===== src/common/decode_params.svh =====
//////////////////////////////
// Decode stage parameters
// Widths, unit indices, opcodes
//////////////////////////////
`ifndef DECODE_PARAMS_SVH
`define DECODE_PARAMS_SVH

`define XLEN      32
`define NUM_UNITS 5

// Bit positions in every unit vector
`define BRANCH_UNIT 0
`define ALU_UNIT    1
`define LS_UNIT     2
`define MUL_UNIT    3
`define DIV_UNIT    4

`define OPC_LUI       7'b0110111
`define OPC_AUIPC     7'b0010111
`define OPC_JAL       7'b1101111
`define OPC_JALR      7'b1100111
`define OPC_BRANCH    7'b1100011
`define OPC_LOAD      7'b0000011
`define OPC_STORE     7'b0100011
`define OPC_ARITH_IMM 7'b0010011
`define OPC_ARITH     7'b0110011
`define OPC_FENCE     7'b0001111
`define OPC_SYSTEM    7'b1110011

// ALU operand select codes
`define ALU_RS1_RF    2'd0
`define ALU_RS1_PC    2'd1
`define ALU_RS1_ZERO  2'd2
`define ALU_RS2_RF    2'd0
`define ALU_RS2_IMM   2'd1
`define ALU_RS2_UPPER 2'd2
`define ALU_RS2_FOUR  2'd3

`endif

===== src/common/decode_pkg.sv =====
//////////////////////////////
// Decode types
// Instruction word field views
//////////////////////////////
package decode_pkg;

    // Register format
    typedef struct packed {
        logic [6:0] funct7;
        logic [4:0] rs2;
        logic [4:0] rs1;
        logic [2:0] funct3;
        logic [4:0] rd;
        logic [6:0] opcode;
    } r_fields_t;

    // Immediate format, also loads and JALR
    typedef struct packed {
        logic [11:0] imm;
        logic [4:0]  rs1;
        logic [2:0]  funct3;
        logic [4:0]  rd;
        logic [6:0]  opcode;
    } i_fields_t;

    // Store format with split immediate
    typedef struct packed {
        logic [6:0] imm_hi;
        logic [4:0] rs2;
        logic [4:0] rs1;
        logic [2:0] funct3;
        logic [4:0] imm_lo;
        logic [6:0] opcode;
    } s_fields_t;

    typedef union packed {
        r_fields_t r;
        i_fields_t i;
        s_fields_t s;
    } instr_word_u;

endpackage


===== src/logic/decode_issue.sv =====
//////////////////////////////
// Decode and issue stage
//////////////////////////////
`include "decode_params.svh"

module decode_issue (
    input  logic                    clk,
    input  logic                    rst,
    input  logic                    fb_valid,
    input  decode_pkg::instr_word_u instruction,
    input  logic [`XLEN-1:0]        pc,
    input  logic [`XLEN-1:0]        rs1_data,
    input  logic [`XLEN-1:0]        rs2_data,
    input  logic                    rs1_conflict,
    input  logic                    rs2_conflict,
    input  logic [`NUM_UNITS-1:0]   unit_ready,
    input  logic                    id_available,
    input  logic                    issue_hold,
    output logic [4:0]              rs1_addr,
    output logic [4:0]              rs2_addr,
    output logic                    instruction_issued,
    output logic                    rd_write,
    output logic [`NUM_UNITS-1:0]   unit_issue,
    output logic [`NUM_UNITS-1:0]   unit_issue_r,
    output logic [`XLEN:0]          alu_in1,
    output logic [`XLEN:0]          alu_in2,
    output logic [4:0]              shift_amount,
    output logic [11:0]             ls_offset,
    output logic                    ls_load,
    output logic                    ls_store,
    output logic [1:0]              md_op,
    output logic                    div_reuse,
    output logic                    illegal_instruction
);

    logic [`NUM_UNITS-1:0] unit_needed;
    logic                  uses_rd;
    logic                  rd_nonzero;
    logic [1:0]            rs1_sel;
    logic [1:0]            rs2_sel;

    // Register file addresses
    assign rs1_addr = instruction.r.rs1;
    assign rs2_addr = instruction.r.rs2;
    assign rd_nonzero = |instruction.r.rd;

    instr_decoder i_decoder (
        .instruction(instruction), .unit_needed(unit_needed),
        .uses_rs1(), .uses_rs2(), .uses_rd(uses_rd),
        .rs1_sel(rs1_sel), .rs2_sel(rs2_sel),
        .ls_load(ls_load), .ls_store(ls_store),
        .illegal_instruction(illegal_instruction)
    );

    issue_control i_issue (
        .clk(clk), .rst(rst), .fb_valid(fb_valid),
        .id_available(id_available), .issue_hold(issue_hold),
        .rs1_conflict(rs1_conflict), .rs2_conflict(rs2_conflict),
        .unit_needed(unit_needed), .unit_ready(unit_ready),
        .uses_rd(uses_rd), .rd_nonzero(rd_nonzero),
        .instruction_issued(instruction_issued), .rd_write(rd_write),
        .unit_issue(unit_issue), .unit_issue_r(unit_issue_r)
    );

    div_reuse_tracker i_div_reuse (
        .clk(clk), .rst(rst), .instruction(instruction), .uses_rd(uses_rd),
        .div_needed(unit_needed[`DIV_UNIT]), .div_issue(unit_issue[`DIV_UNIT]),
        .instruction_issued(instruction_issued), .div_reuse(div_reuse)
    );

    operand_builder i_operands (
        .instruction(instruction), .pc(pc),
        .rs1_data(rs1_data), .rs2_data(rs2_data),
        .rs1_sel(rs1_sel), .rs2_sel(rs2_sel),
        .alu_in1(alu_in1), .alu_in2(alu_in2), .shift_amount(shift_amount),
        .ls_offset(ls_offset), .md_op(md_op)
    );

endmodule


===== src/logic/operand_builder.sv =====
//////////////////////////////
// Operand builder
// ALU, load/store and mul/div inputs
//////////////////////////////
`include "decode_params.svh"

module operand_builder (
    input  decode_pkg::instr_word_u instruction,
    input  logic [`XLEN-1:0]        pc,
    input  logic [`XLEN-1:0]        rs1_data,
    input  logic [`XLEN-1:0]        rs2_data,
    input  logic [1:0]              rs1_sel,
    input  logic [1:0]              rs2_sel,
    output logic [`XLEN:0]          alu_in1,
    output logic [`XLEN:0]          alu_in2,
    output logic [4:0]              shift_amount,
    output logic [11:0]             ls_offset,
    output logic [1:0]              md_op
);

    logic [`XLEN-1:0] alu_rs1_data;
    logic [`XLEN-1:0] alu_rs2_data;
    logic             signed_cmp;

    ////////////////////////////////
    // ALU operand muxes
    always_comb begin
        case (rs1_sel)
            `ALU_RS1_PC: alu_rs1_data = pc;
            `ALU_RS1_ZERO: alu_rs1_data = '0;
            default: alu_rs1_data = rs1_data;
        endcase
    end

    always_comb begin
        case (rs2_sel)
            `ALU_RS2_IMM: alu_rs2_data = {{(`XLEN-12){instruction.i.imm[11]}}, instruction.i.imm};
            `ALU_RS2_UPPER: alu_rs2_data = {instruction[31:12], 12'b0};
            `ALU_RS2_FOUR: alu_rs2_data = `XLEN'd4;
            default: alu_rs2_data = rs2_data;
        endcase
    end

    // funct3 bit 0 marks the unsigned compares
    assign signed_cmp = ~instruction.r.funct3[0];

    assign alu_in1 = {alu_rs1_data[`XLEN-1] & signed_cmp, alu_rs1_data};
    assign alu_in2 = {alu_rs2_data[`XLEN-1] & signed_cmp, alu_rs2_data};

    // Register shifts take rs2, immediate shifts the shamt field
    assign shift_amount = (instruction.r.opcode == `OPC_ARITH) ? rs2_data[4:0]
                                                                : instruction.r.rs2;

    ////////////////////////////////
    // Load/store and mul/div
    assign ls_offset = (instruction.s.opcode == `OPC_STORE)
                       ? {instruction.s.imm_hi, instruction.s.imm_lo}
                       : instruction.i.imm;

    assign md_op = instruction.r.funct3[1:0];

endmodule


===== src/issue/div_reuse_tracker.sv =====
//////////////////////////////
// Divide reuse tracker
// Flags repeats of the last divide
//////////////////////////////
module div_reuse_tracker (
    input  logic                    clk,
    input  logic                    rst,
    input  decode_pkg::instr_word_u instruction,
    input  logic                    uses_rd,
    input  logic                    div_needed,
    input  logic                    div_issue,
    input  logic                    instruction_issued,
    output logic                    div_reuse
);

    logic [4:0] prev_rs1;
    logic [4:0] prev_rs2;
    logic       prev_valid;
    logic [4:0] watch_rs1;
    logic [4:0] watch_rs2;
    logic       clear_valid;

    always_ff @(posedge clk) begin
        if (div_issue) begin
            prev_rs1 <= instruction.r.rs1;
            prev_rs2 <= instruction.r.rs2;
        end
    end

    // A divide compares rd against its own sources
    assign watch_rs1 = div_needed ? instruction.r.rs1 : prev_rs1;
    assign watch_rs2 = div_needed ? instruction.r.rs2 : prev_rs2;
    assign clear_valid = instruction_issued & uses_rd
                         & ((instruction.r.rd == watch_rs1) | (instruction.r.rd == watch_rs2));

    // Clear has priority over set
    always_ff @(posedge clk) begin
        if (rst) begin
            prev_valid <= 1'b0;
        end else if (clear_valid) begin
            prev_valid <= 1'b0;
        end else if (div_issue) begin
            prev_valid <= 1'b1;
        end
    end

    assign div_reuse = prev_valid & (instruction.r.rs1 == prev_rs1)
                       & (instruction.r.rs2 == prev_rs2);

endmodule


===== src/issue/issue_control.sv =====
//////////////////////////////
// Issue control
// Per-unit issue strobes
//////////////////////////////
`include "decode_params.svh"

module issue_control (
    input  logic                  clk,
    input  logic                  rst,
    input  logic                  fb_valid,
    input  logic                  id_available,
    input  logic                  issue_hold,
    input  logic                  rs1_conflict,
    input  logic                  rs2_conflict,
    input  logic [`NUM_UNITS-1:0] unit_needed,
    input  logic [`NUM_UNITS-1:0] unit_ready,
    input  logic                  uses_rd,
    input  logic                  rd_nonzero,
    output logic                  instruction_issued,
    output logic                  rd_write,
    output logic [`NUM_UNITS-1:0] unit_issue,
    output logic [`NUM_UNITS-1:0] unit_issue_r
);

    logic                  issue_allowed;
    logic                  operands_ready;
    logic [`NUM_UNITS-1:0] unit_operands_ready;

    assign issue_allowed = fb_valid & id_available & ~issue_hold;
    assign operands_ready = ~rs1_conflict & ~rs2_conflict;

    // Load/store forwards store data so only rs1 must be free
    always_comb begin
        unit_operands_ready = {`NUM_UNITS{operands_ready}};
        unit_operands_ready[`LS_UNIT] = ~rs1_conflict;
    end

    assign unit_issue = {`NUM_UNITS{issue_allowed}} & unit_needed & unit_ready
                        & unit_operands_ready;
    assign instruction_issued = |unit_issue;
    assign rd_write = instruction_issued & uses_rd & rd_nonzero;

    ////////////////////////////////
    // Delayed strobes
    always_ff @(posedge clk) begin
        if (rst) begin
            unit_issue_r <= '0;
        end else begin
            unit_issue_r <= unit_issue;
        end
    end

endmodule


===== src/logic/instr_decoder.sv =====
//////////////////////////////
// Instruction decoder
// Picks the unit and operand sources
//////////////////////////////
`include "decode_params.svh"

module instr_decoder (
    input  decode_pkg::instr_word_u  instruction,
    output logic [`NUM_UNITS-1:0]    unit_needed,
    output logic                     uses_rs1,
    output logic                     uses_rs2,
    output logic                     uses_rd,
    output logic [1:0]               rs1_sel,
    output logic [1:0]               rs2_sel,
    output logic                     ls_load,
    output logic                     ls_store,
    output logic                     illegal_instruction
);

    logic [6:0] opcode;
    logic       mul_div_op;

    assign opcode = instruction.r.opcode;
    // M extension rows carry funct7 = 0000001
    assign mul_div_op = instruction.r.funct7[0];

    always_comb begin
        unit_needed = '0;
        uses_rs1 = 1'b0;
        uses_rs2 = 1'b0;
        uses_rd = 1'b0;
        rs1_sel = `ALU_RS1_RF;
        rs2_sel = `ALU_RS2_RF;
        illegal_instruction = 1'b0;
        case (opcode)
            `OPC_LUI, `OPC_AUIPC: begin
                unit_needed[`ALU_UNIT] = 1'b1;
                uses_rd = 1'b1;
                rs1_sel = (opcode == `OPC_LUI) ? `ALU_RS1_ZERO : `ALU_RS1_PC;
                rs2_sel = `ALU_RS2_UPPER;
            end
            `OPC_JAL, `OPC_JALR: begin
                // Link value is pc + 4
                unit_needed[`BRANCH_UNIT] = 1'b1;
                uses_rs1 = (opcode == `OPC_JALR);
                uses_rd = 1'b1;
                rs1_sel = `ALU_RS1_PC;
                rs2_sel = `ALU_RS2_FOUR;
            end
            `OPC_BRANCH: begin
                unit_needed[`BRANCH_UNIT] = 1'b1;
                uses_rs1 = 1'b1;
                uses_rs2 = 1'b1;
            end
            `OPC_LOAD, `OPC_STORE: begin
                unit_needed[`LS_UNIT] = 1'b1;
                uses_rs1 = 1'b1;
                uses_rs2 = (opcode == `OPC_STORE);
                uses_rd = (opcode == `OPC_LOAD);
            end
            `OPC_ARITH_IMM: begin
                unit_needed[`ALU_UNIT] = 1'b1;
                uses_rs1 = 1'b1;
                uses_rd = 1'b1;
                rs2_sel = `ALU_RS2_IMM;
            end
            `OPC_ARITH: begin
                unit_needed[`ALU_UNIT] = ~mul_div_op;
                unit_needed[`MUL_UNIT] = mul_div_op & ~instruction.r.funct3[2];
                unit_needed[`DIV_UNIT] = mul_div_op & instruction.r.funct3[2];
                uses_rs1 = 1'b1;
                uses_rs2 = 1'b1;
                uses_rd = 1'b1;
            end
            // Legal, but no unit takes them
            `OPC_FENCE, `OPC_SYSTEM: begin
                unit_needed = '0;
            end
            default: begin
                illegal_instruction = 1'b1;
            end
        endcase
    end

    assign ls_load = (opcode == `OPC_LOAD);
    assign ls_store = (opcode == `OPC_STORE);

endmodule


===== config.mk =====
export PLATFORM = sky130hd
export DESIGN_NAME = decode_issue
export DESIGN_NICKNAME = d
export VERILOG_FILES = /design/src/common/decode_pkg.sv /design/src/logic/decode_issue.sv /design/src/logic/operand_builder.sv /design/src/issue/div_reuse_tracker.sv /design/src/issue/issue_control.sv /design/src/logic/instr_decoder.sv
export VERILOG_INCLUDE_DIRS = /design/src /design/src/common
export SDC_FILE = /design/constraint.sdc
export NUM_CORES = 1
export LEC_CHECK = 0
export BUFFER_PORTS_ARGS = -buffer_cell sky130_fd_sc_hd__buf_4
export CORE_AREA = 2 2 98 100
export CTS_CLUSTER_DIAMETER = 200
export DETAILED_ROUTE_END_ITERATION = 10
export DIE_AREA = 0 0 100 102
export GPL_ROUTABILITY_DRIVEN = 1
export MAX_ROUTING_LAYER = met4
export PLACE_DENSITY = 0.74
export RECOVER_POWER = 100
export SLEW_MARGIN = 10
export SYNTH_ARGS = -nofsm -noshare
export SYNTH_HDL_FRONTEND = slang
export SYNTH_SLANG_ARGS = --single-unit

===== constraint.sdc =====
create_clock -name clk -period 6.7 [get_ports clk]
set_clock_uncertainty 0.2 [all_clocks]
set_input_delay 0.335 -clock clk [delete_from_list [all_inputs] [get_ports clk]]
set_output_delay 0.335 -clock clk [all_outputs]
set_load 0.02 [all_outputs]

==> impl_metrics.xml, run 1 <==
<?xml version="1.0" encoding="UTF-8"?>
<metrics>
  <group name="layout">
    <metric name="final_cell_mix" unit="">buf_4 (134), clkbuf_1 (118), a22o_1 (42)</metric>
    <metric name="fill_cells" unit="">1031</metric>
    <metric name="combined_area_of_the_multi_input_logic_cells" unit="mm^2">0.00151</metric>
    <metric name="layout.cells.most_common" unit="">buf_4</metric>
    <metric name="finish.instance_area" unit="mm^2">0.00362</metric>
    <metric name="seq_area" unit="um^2">420</metric>
    <metric name="num-nets-final" unit="">658</metric>
    <metric name="drive_gt1_share" unit="%">28.9</metric>
    <metric name="area.growth.synth_to_final" unit="%">60.4</metric>
  </group>
  <group name="logic_synthesis">
    <metric name="postSynthCellCount" unit="">304</metric>
    <metric name="synth_sequential_area_ratio" unit="%">18.6</metric>
    <metric name="postSynthRegisterBits" unit="">16</metric>
    <metric name="async_flop_share" unit="%">0</metric>
    <metric name="postSynthAreaPerCell" unit="um^2">7.43</metric>
    <metric name="synth_cell_type_count" unit="">42</metric>
    <metric name="yosys_warnings" unit="">0</metric>
    <metric name="most_frequently_used_flop_master_after_synthesis" unit="">edfxtp_1</metric>
    <metric name="post_synth_edffs" unit="">10</metric>
    <metric name="syn-num-nets" unit="">445</metric>
    <metric name="netlist_area" unit="mm^2">0.00226</metric>
  </group>
  <group name="grt">
    <metric name="met2_usage" unit="%">38.5</metric>
    <metric name="global_route_wire_length_before_repair" unit="um">15800</metric>
    <metric name="grt_start_max_net_pins" unit="">35</metric>
    <metric name="first_global_vias" unit="">3042</metric>
    <metric name="grt_usage" unit="%">20.4</metric>
    <metric name="grtUsageMet3" unit="%">2.53</metric>
    <metric name="grt.busiest_layer" unit="">met2</metric>
    <metric name="met1_use_gr" unit="%">23.4</metric>
    <metric name="remaining_overflow_grt" unit="">0</metric>
    <metric name="grt_antenna_before_repair" unit="">1</metric>
  </group>
  <group name="drt">
    <metric name="vias" unit="">3086</metric>
    <metric name="route.detailed.wl_per_inst" unit="um">17.3</metric>
    <metric name="finalWirelength" unit="um">10900</metric>
    <metric name="router_iterations_before_antenna_repair" unit="">4</metric>
    <metric name="drt_iter0_drc" unit="">75</metric>
    <metric name="detail-route-antenna-nets" unit="">0</metric>
    <metric name="post_drt_via_cell_ratio" unit="">4.91</metric>
    <metric name="post-route-drc-count" unit="">0</metric>
  </group>
  <group name="status">
    <metric name="failed_checks" unit="">capacitance limit, slew limit</metric>
    <metric name="outcome" unit="">finished, violations left</metric>
  </group>
  <group name="worst_setup_path">
    <metric name="worst_r2r_endpoint" unit="">i_div_reuse.prev_valid</metric>
    <metric name="critical_path_class" unit="">primary input to primary output</metric>
    <metric name="critical_path_end_type" unit="">primary output</metric>
    <metric name="series_of_cell_instances_along_the_critical_path" unit="">clkbuf_1, nor3b_1, nand3_1, o22ai_1, ha_1, clkbuf_1, nor2b_4, a22o_1, nor2b_1, clkbuf_1</metric>
    <metric name="cp-start-kind" unit="">primary input</metric>
    <metric name="reg2reg_setup_slack" unit="ps">5120</metric>
    <metric name="worstSetupEndpoint" unit="">alu_in1[32]</metric>
    <metric name="cp_data_required_time" unit="ps">6160</metric>
    <metric name="critical_path_cell_count" unit="">10</metric>
    <metric name="r2r_cell_count" unit="">5</metric>
    <metric name="cp_common_cell" unit="">clkbuf_1</metric>
    <metric name="crit_fanout" unit="">34</metric>
    <metric name="r2r-start" unit="">i_div_reuse.prev_rs2[2]</metric>
    <metric name="critical_path.max_stage_delay" unit="ps">790</metric>
    <metric name="origin_of_the_worst_setup_path" unit="">instruction[4]</metric>
    <metric name="crit_arrival" unit="ps">3720</metric>
    <metric name="cp.buffers_inverters" unit="">3</metric>
    <metric name="crit_path_top_delay_cell" unit="">nor2b_4</metric>
    <metric name="cpLargestDelayFamily" unit="">simple AND/OR/NAND/NOR gates</metric>
  </group>
  <group name="power_and_ir_drop">
    <metric name="leakagePower" unit="uW">0.00155</metric>
    <metric name="power_per_cell_area" unit="mW/mm^2">106</metric>
    <metric name="ir_worst_vdd" unit="V">0.0000552</metric>
  </group>
  <group name="die">
    <metric name="floorplan.initialDensity" unit="%">24.8</metric>
    <metric name="core.rowCount" unit="">35</metric>
    <metric name="num_io_pins" unit="">251</metric>
    <metric name="placeableCoreArea" unit="mm^2">0.00911</metric>
    <metric name="dieArea" unit="mm^2">0.0102</metric>
    <metric name="die_w" unit="um">100</metric>
    <metric name="floorplan.die.height" unit="um">102</metric>
  </group>
  <group name="sta">
    <metric name="max-slew-margin-rel" unit="%">-1.24</metric>
    <metric name="tns" unit="ps">0</metric>
    <metric name="finalHoldViolations" unit="">0</metric>
    <metric name="slew_viol_final" unit="">20</metric>
    <metric name="grt_setup_unrepaired" unit="">false</metric>
    <metric name="finalWorstPathRequiredPeriod" unit="ps">4250</metric>
    <metric name="final_min_period_over_clock_period" unit="%">63.5</metric>
    <metric name="worst_slew_pin_slew" unit="ps">1520</metric>
    <metric name="timing.fmax" unit="MHz">235</metric>
    <metric name="finalSetupViolations" unit="">0</metric>
  </group>
  <group name="cts">
    <metric name="cts_tree" unit="">built</metric>
    <metric name="cts_root_buf" unit="">clkbuf_8</metric>
    <metric name="cts_setup_buffers" unit="">0</metric>
    <metric name="tritoncts.num_buffers" unit="">3</metric>
    <metric name="clock_sink_count" unit="">16</metric>
    <metric name="postCtsHoldBufs" unit="">0</metric>
    <metric name="clock_tree.htree_level_count" unit="">1</metric>
    <metric name="clkLatencyLatePin" unit="ps">250</metric>
    <metric name="cts.reportedPaths.clkPinSlew" unit="ps">60</metric>
    <metric name="postCtsResizedCells" unit="">0</metric>
    <metric name="max-clock-path-buffers" unit="">2</metric>
  </group>
  <group name="place">
    <metric name="dpl_cell_area" unit="mm^2">0.00403</metric>
    <metric name="detailed_place_hpwl" unit="um">9160</metric>
    <metric name="place.gp.congestion" unit="">0.883</metric>
    <metric name="placement.io_buffers" unit="">250</metric>
  </group>
  <group name="hold_path">
    <metric name="min_path_type" unit="">primary input to register</metric>
  </group>
  <group name="flow_run">
    <metric name="maxCapViolCount" unit="">1</metric>
  </group>
</metrics>
[state kept, by name, indices dropped and copies added, names as in the netlist]
name	flops
i_div_reuse.prev_rs2	5
i_div_reuse.prev_valid	1
i_issue.unit_issue_r	5
i_div_reuse.prev_rs1	5
[cell type report]
class	count	share of cell area, %
multi-input combinational	229	41.7
timing repair buffer	252	40.0
sequential	16	11.6
tap	111	3.83
inverter	15	1.55
clock buffer	3	1.14
clock inverter	1	0.104
antenna	1	0.0691
[metrics by stage]
stage	utilization (%)	hold WS, ps	total power [uW]	setup slack, ps	std cells
after floorplan	-	207	217	3710	304
after global placement	44.2	352	344	3080	623
after detailed placement	44.2	356	346	2990	623
after CTS	44.7	88.7	419	2980	627
after global routing	39.8	99.8	406	2010	628
final	39.8	90.0	385	2450	628
[metal layers]
metal / vias to the layer above / wire [um]
li1: 1506 / -
met1: 1437 / 4340
met2: 137 / 5820
met3: 6 / 636
met4: 0 / 78
met5: - / 0
[cells in the mapped netlist, types with 2 or more instances]
cell type | n | area [um^2]
xor2_1 | 4 | 35.0
nor4_1 | 2 | 12.5
xnor2_1 | 17 | 149
clkbuf_1 | 16 | 60.1
and3_1 | 5 | 31.3
dfxtp_1 | 6 | 120
a22o_1 | 42 | 368
buf_6 | 2 | 22.5
inv_1 | 15 | 56.3
nand3_1 | 3 | 15.0
nor2b_1 | 5 | 31.3
and3b_1 | 3 | 26.3
nor2_1 | 28 | 105
buf_2 | 4 | 20.0
edfxtp_1 | 10 | 300
o2111ai_1 | 3 | 26.3
nor3_1 | 6 | 30.0
a21oi_2 | 2 | 17.5
a21oi_1 | 28 | 140
buf_4 | 22 | 165
o21ai_0 | 7 | 35.0
nand2_1 | 32 | 120
and2_1 | 3 | 18.8
mux2_2 | 8 | 90.1
nand3b_1 | 2 | 15.0
o21ai_1 | 2 | 10.0
o22ai_1 | 4 | 25.0
mux2i_1 | 6 | 60.1
nand4_1 | 4 | 25.0
[logic make-up after synthesis]
logic type | share of synthesized area [%]
AND/OR/NAND/NOR | 21.9
AO/OA/AOI/OAI | 29.8
buffers and inverters | 14.3
XOR/XNOR | 8.14
flip-flops | 18.6
multiplexers | 6.65
adder cells (fa/ha/maj) | 0.554
[worst min path at each step]
stage	startpoint	endpoint	slack [ps]	depth (start not counted)
after floorplan	rst	i_issue.unit_issue_r[1]	210	1
after global placement	rst	i_issue.unit_issue_r[1]	350	2
after detailed placement	rst	i_issue.unit_issue_r[1]	360	2
after CTS	rst	i_issue.unit_issue_r[3]	90	2
after global routing	rst	i_issue.unit_issue_r[1]	100	2
final	rst	i_issue.unit_issue_r[1]	90	2
[report_power, final]
group / leakage, uW / internal (uW) / switching, uW
clock network: 0.0000231 / 40.7 / 33.3
logic: 0.00139 / 93.0 / 114
registers: 0.000138 / 104 / 0.00396
Power figures use the tool's default switching activity.
==> inputs of run 2 (changes only) <==
--- a/config.mk
+++ b/config.mk
@@ -7,13 +7,13 @@
 export NUM_CORES = 1
 export LEC_CHECK = 0
 export BUFFER_PORTS_ARGS = -buffer_cell sky130_fd_sc_hd__buf_4
-export CORE_AREA = 2 2 98 100
+export CORE_AREA = 2 2 97 99
 export CTS_CLUSTER_DIAMETER = 200
 export DETAILED_ROUTE_END_ITERATION = 10
-export DIE_AREA = 0 0 100 102
+export DIE_AREA = 0 0 99 101
 export GPL_ROUTABILITY_DRIVEN = 1
 export MAX_ROUTING_LAYER = met4
-export PLACE_DENSITY = 0.74
+export PLACE_DENSITY = 0.75
 export RECOVER_POWER = 100
 export SLEW_MARGIN = 10
 export SYNTH_ARGS = -nofsm -noshare
==> constraint.sdc (replaced) <==
create_clock -name clk -period 4.4 [get_ports clk]
set_clock_uncertainty 0.2 [all_clocks]
set_input_delay 0.22 -clock clk [delete_from_list [all_inputs] [get_ports clk]]
set_output_delay 0.22 -clock clk [all_outputs]
set_load 0.02 [all_outputs]
==> run 2 against run 1 <==
Against the previous run: the run ends with capacitance limit left; via count rose by 2.9%; routed wire length rose by 1.0%; register-to-register slack got worse by 2400 ps; clock power rose by 58%; largest cell class is now buffers; highest routed layer unchanged.
==> impl_metrics.xml, run 2 (synthesized netlist as in run 1, its figures left out) <==
<?xml version="1.0" encoding="UTF-8"?>
<metrics>
  <group name="cts">
    <metric name="tritoncts.num_buffers" unit="">3</metric>
    <metric name="clock_sink_count" unit="">16</metric>
    <metric name="cts_tree" unit="">built</metric>
    <metric name="cts_root_buf" unit="">clkbuf_8</metric>
    <metric name="clock_tree.htree_level_count" unit="">1</metric>
    <metric name="max-clock-path-buffers" unit="">2</metric>
    <metric name="cts.reportedPaths.clkPinSlew" unit="ps">60</metric>
    <metric name="clkLatencyLatePin" unit="ps">250</metric>
    <metric name="cts_setup_buffers" unit="">0</metric>
  </group>
  <group name="place">
    <metric name="detailed_place_hpwl" unit="um">9100</metric>
    <metric name="pre_cts_ws" unit="ps">1410</metric>
    <metric name="place.gp.congestion" unit="">0.868</metric>
    <metric name="placement.io_buffers" unit="">250</metric>
  </group>
  <group name="grt">
    <metric name="met2_usage" unit="%">37.2</metric>
    <metric name="grt_antenna_before_repair" unit="">2</metric>
    <metric name="grt.busiest_layer" unit="">met2</metric>
    <metric name="remaining_overflow_grt" unit="">0</metric>
    <metric name="global_route_wire_length_before_repair" unit="um">15700</metric>
    <metric name="grt_usage" unit="%">20.3</metric>
    <metric name="met1_use_gr" unit="%">23.0</metric>
    <metric name="grtUsageMet3" unit="%">2.22</metric>
    <metric name="grt_start_max_net_pins" unit="">34</metric>
    <metric name="first_global_vias" unit="">3066</metric>
  </group>
  <group name="sta">
    <metric name="final_min_period_over_clock_period" unit="%">79.7</metric>
    <metric name="tns" unit="ps">0</metric>
    <metric name="finalHoldViolations" unit="">0</metric>
    <metric name="final_setup_slack_of_the_worst_path" unit="ps">895</metric>
    <metric name="slew_viol_final" unit="">0</metric>
    <metric name="grt_setup_unrepaired" unit="">false</metric>
    <metric name="finalWorstPathRequiredPeriod" unit="ps">3500</metric>
    <metric name="timing.fmax" unit="MHz">285</metric>
    <metric name="max-slew-margin-rel" unit="%">0.338</metric>
    <metric name="worst_slew_pin_slew" unit="ps">1490</metric>
    <metric name="finalSetupViolations" unit="">0</metric>
  </group>
  <group name="drt">
    <metric name="post_drt_via_cell_ratio" unit="">5.00</metric>
    <metric name="post-route-drc-count" unit="">0</metric>
    <metric name="finalWirelength" unit="um">11000</metric>
    <metric name="drt_iter0_drc" unit="">83</metric>
    <metric name="detail-route-antenna-nets" unit="">0</metric>
    <metric name="route.detailed.wl_per_inst" unit="um">17.3</metric>
    <metric name="vias" unit="">3177</metric>
    <metric name="router_iterations_before_antenna_repair" unit="">6</metric>
  </group>
  <group name="power_and_ir_drop">
    <metric name="seq_power_share" unit="%">26.7</metric>
    <metric name="p_clk_share" unit="%">19.6</metric>
    <metric name="p_sw" unit="uW">226</metric>
    <metric name="leakagePower" unit="uW">0.00160</metric>
    <metric name="finalPower" unit="uW">595</metric>
    <metric name="ir_worst_vdd" unit="V">0.000112</metric>
    <metric name="p_sw_share" unit="%">38.0</metric>
    <metric name="pwr-share-comb" unit="%">53.7</metric>
    <metric name="power_per_cell_area" unit="mW/mm^2">161</metric>
    <metric name="intPower" unit="uW">369</metric>
  </group>
  <group name="die">
    <metric name="dieArea" unit="mm^2">0.0100</metric>
    <metric name="floorplan.die.height" unit="um">101</metric>
    <metric name="placeableCoreArea" unit="mm^2">0.00898</metric>
    <metric name="num_io_pins" unit="">251</metric>
    <metric name="floorplan.initialDensity" unit="%">25.2</metric>
    <metric name="core.rowCount" unit="">35</metric>
    <metric name="die_w" unit="um">99</metric>
  </group>
  <group name="layout">
    <metric name="area.growth.synth_to_final" unit="%">63.6</metric>
    <metric name="layout.cells.most_common" unit="">buf_4</metric>
    <metric name="registers_with_the_most_flip_flops" unit="">i_div_reuse.prev_rs1 x5, i_div_reuse.prev_rs2 x5, i_issue.unit_issue_r x5</metric>
    <metric name="drive_gt1_share" unit="%">29.9</metric>
    <metric name="num-nets-final" unit="">664</metric>
    <metric name="final_cell_mix" unit="">buf_4 (141), clkbuf_1 (115), a22o_1 (42)</metric>
  </group>
  <group name="hold_path">
    <metric name="min_from" unit="">unit_ready[2]</metric>
    <metric name="min_path_type" unit="">primary input to register</metric>
    <metric name="hold-path-cell-count" unit="">3</metric>
    <metric name="worst_hold_path.endpoint" unit="">i_issue.unit_issue_r[2]</metric>
  </group>
  <group name="flow_run">
    <metric name="maxCapViolCount" unit="">1</metric>
  </group>
  <group name="worst_setup_path">
    <metric name="cp_data_required_time" unit="ps">3980</metric>
    <metric name="crit_arrival" unit="ps">3080</metric>
    <metric name="r2r-start" unit="">i_div_reuse.prev_rs2[2]</metric>
    <metric name="worst_r2r_endpoint" unit="">i_div_reuse.prev_valid</metric>
    <metric name="critical_path_class" unit="">primary input to primary output</metric>
    <metric name="cp-start-kind" unit="">primary input</metric>
    <metric name="critical_path_end_type" unit="">primary output</metric>
    <metric name="r2r_cell_count" unit="">5</metric>
    <metric name="crit_fanout" unit="">33</metric>
    <metric name="reg2reg_setup_slack" unit="ps">2720</metric>
  </group>
  <group name="status">
    <metric name="outcome" unit="">finished, violations left</metric>
    <metric name="failed_checks" unit="">capacitance limit</metric>
  </group>
</metrics>
-- run 2: worst max-delay path, cell delays in order --
cell      delay, ps
buf_4           140
nor2_1          130
nand2_1          80
nor3_1          220
buf_4           310
nand2_1          90
ha_1            300
clkbuf_1        980
a22o_1          320
nor2b_1         130
buf_4           140
-- run 2: how the worst max path moves through the flow --
stage | from | cells past startpoint | to
finish | instruction[3] | 11 | alu_in1[32]
global route | instruction[3] | 11 | alu_in1[32]
CTS | instruction[3] | 11 | alu_in1[12]
detailed placement | instruction[3] | 11 | alu_in1[14]
global placement | instruction[3] | 11 | alu_in1[32]
floorplan | instruction[2] | 10 | alu_in1[32]
-- run 2: through the flow --
stage	hold WS, ps	utilization (%)	cells	area [um^2]
finish	93.4	41.2	635	3690
global route	113	41.2	635	3690
CTS	0.562	46.0	633	4130
detailed placement	235	45.1	626	4050
global placement	231	45.1	626	4050
floorplan	91.6	-	304	2260
-- run 2: final cells by class --
class	instances	area, um^2
Tap cell	111	139
Multi-Input combinational cell	229	1510
Inverter	15	56.3
Fill cell	989	5280
Antenna cell	2	5.00
Sequential cell	16	420
Clock buffer	4	45.0
Timing Repair Buffer	258	1520
-- run 2: power groups by stage --
stage / combinational, uW / clock, uW / sequential, uW
floorplan: 168 / 0 / 162
finish: 320 / 117 / 159
global placement: 360 / 0 / 162
CTS: 367 / 119 / 159
global route: 341 / 126 / 159
detailed placement: 364 / 0 / 162
-- run 2: timing repair --
| item | CTS | global route |
|---|---|---|
| hold buffers | 3 | 0 |
| resized for setup | 0 | 0 |
| endpoints found under the hold margin | 7 | 0 |
-- run 2: routing by layer --
metal,part of all wire (%),vias up
met5,0,-
met4,2.2,0
met3,7.1,16
met2,52,177
met1,38,1462
li1,-,1522
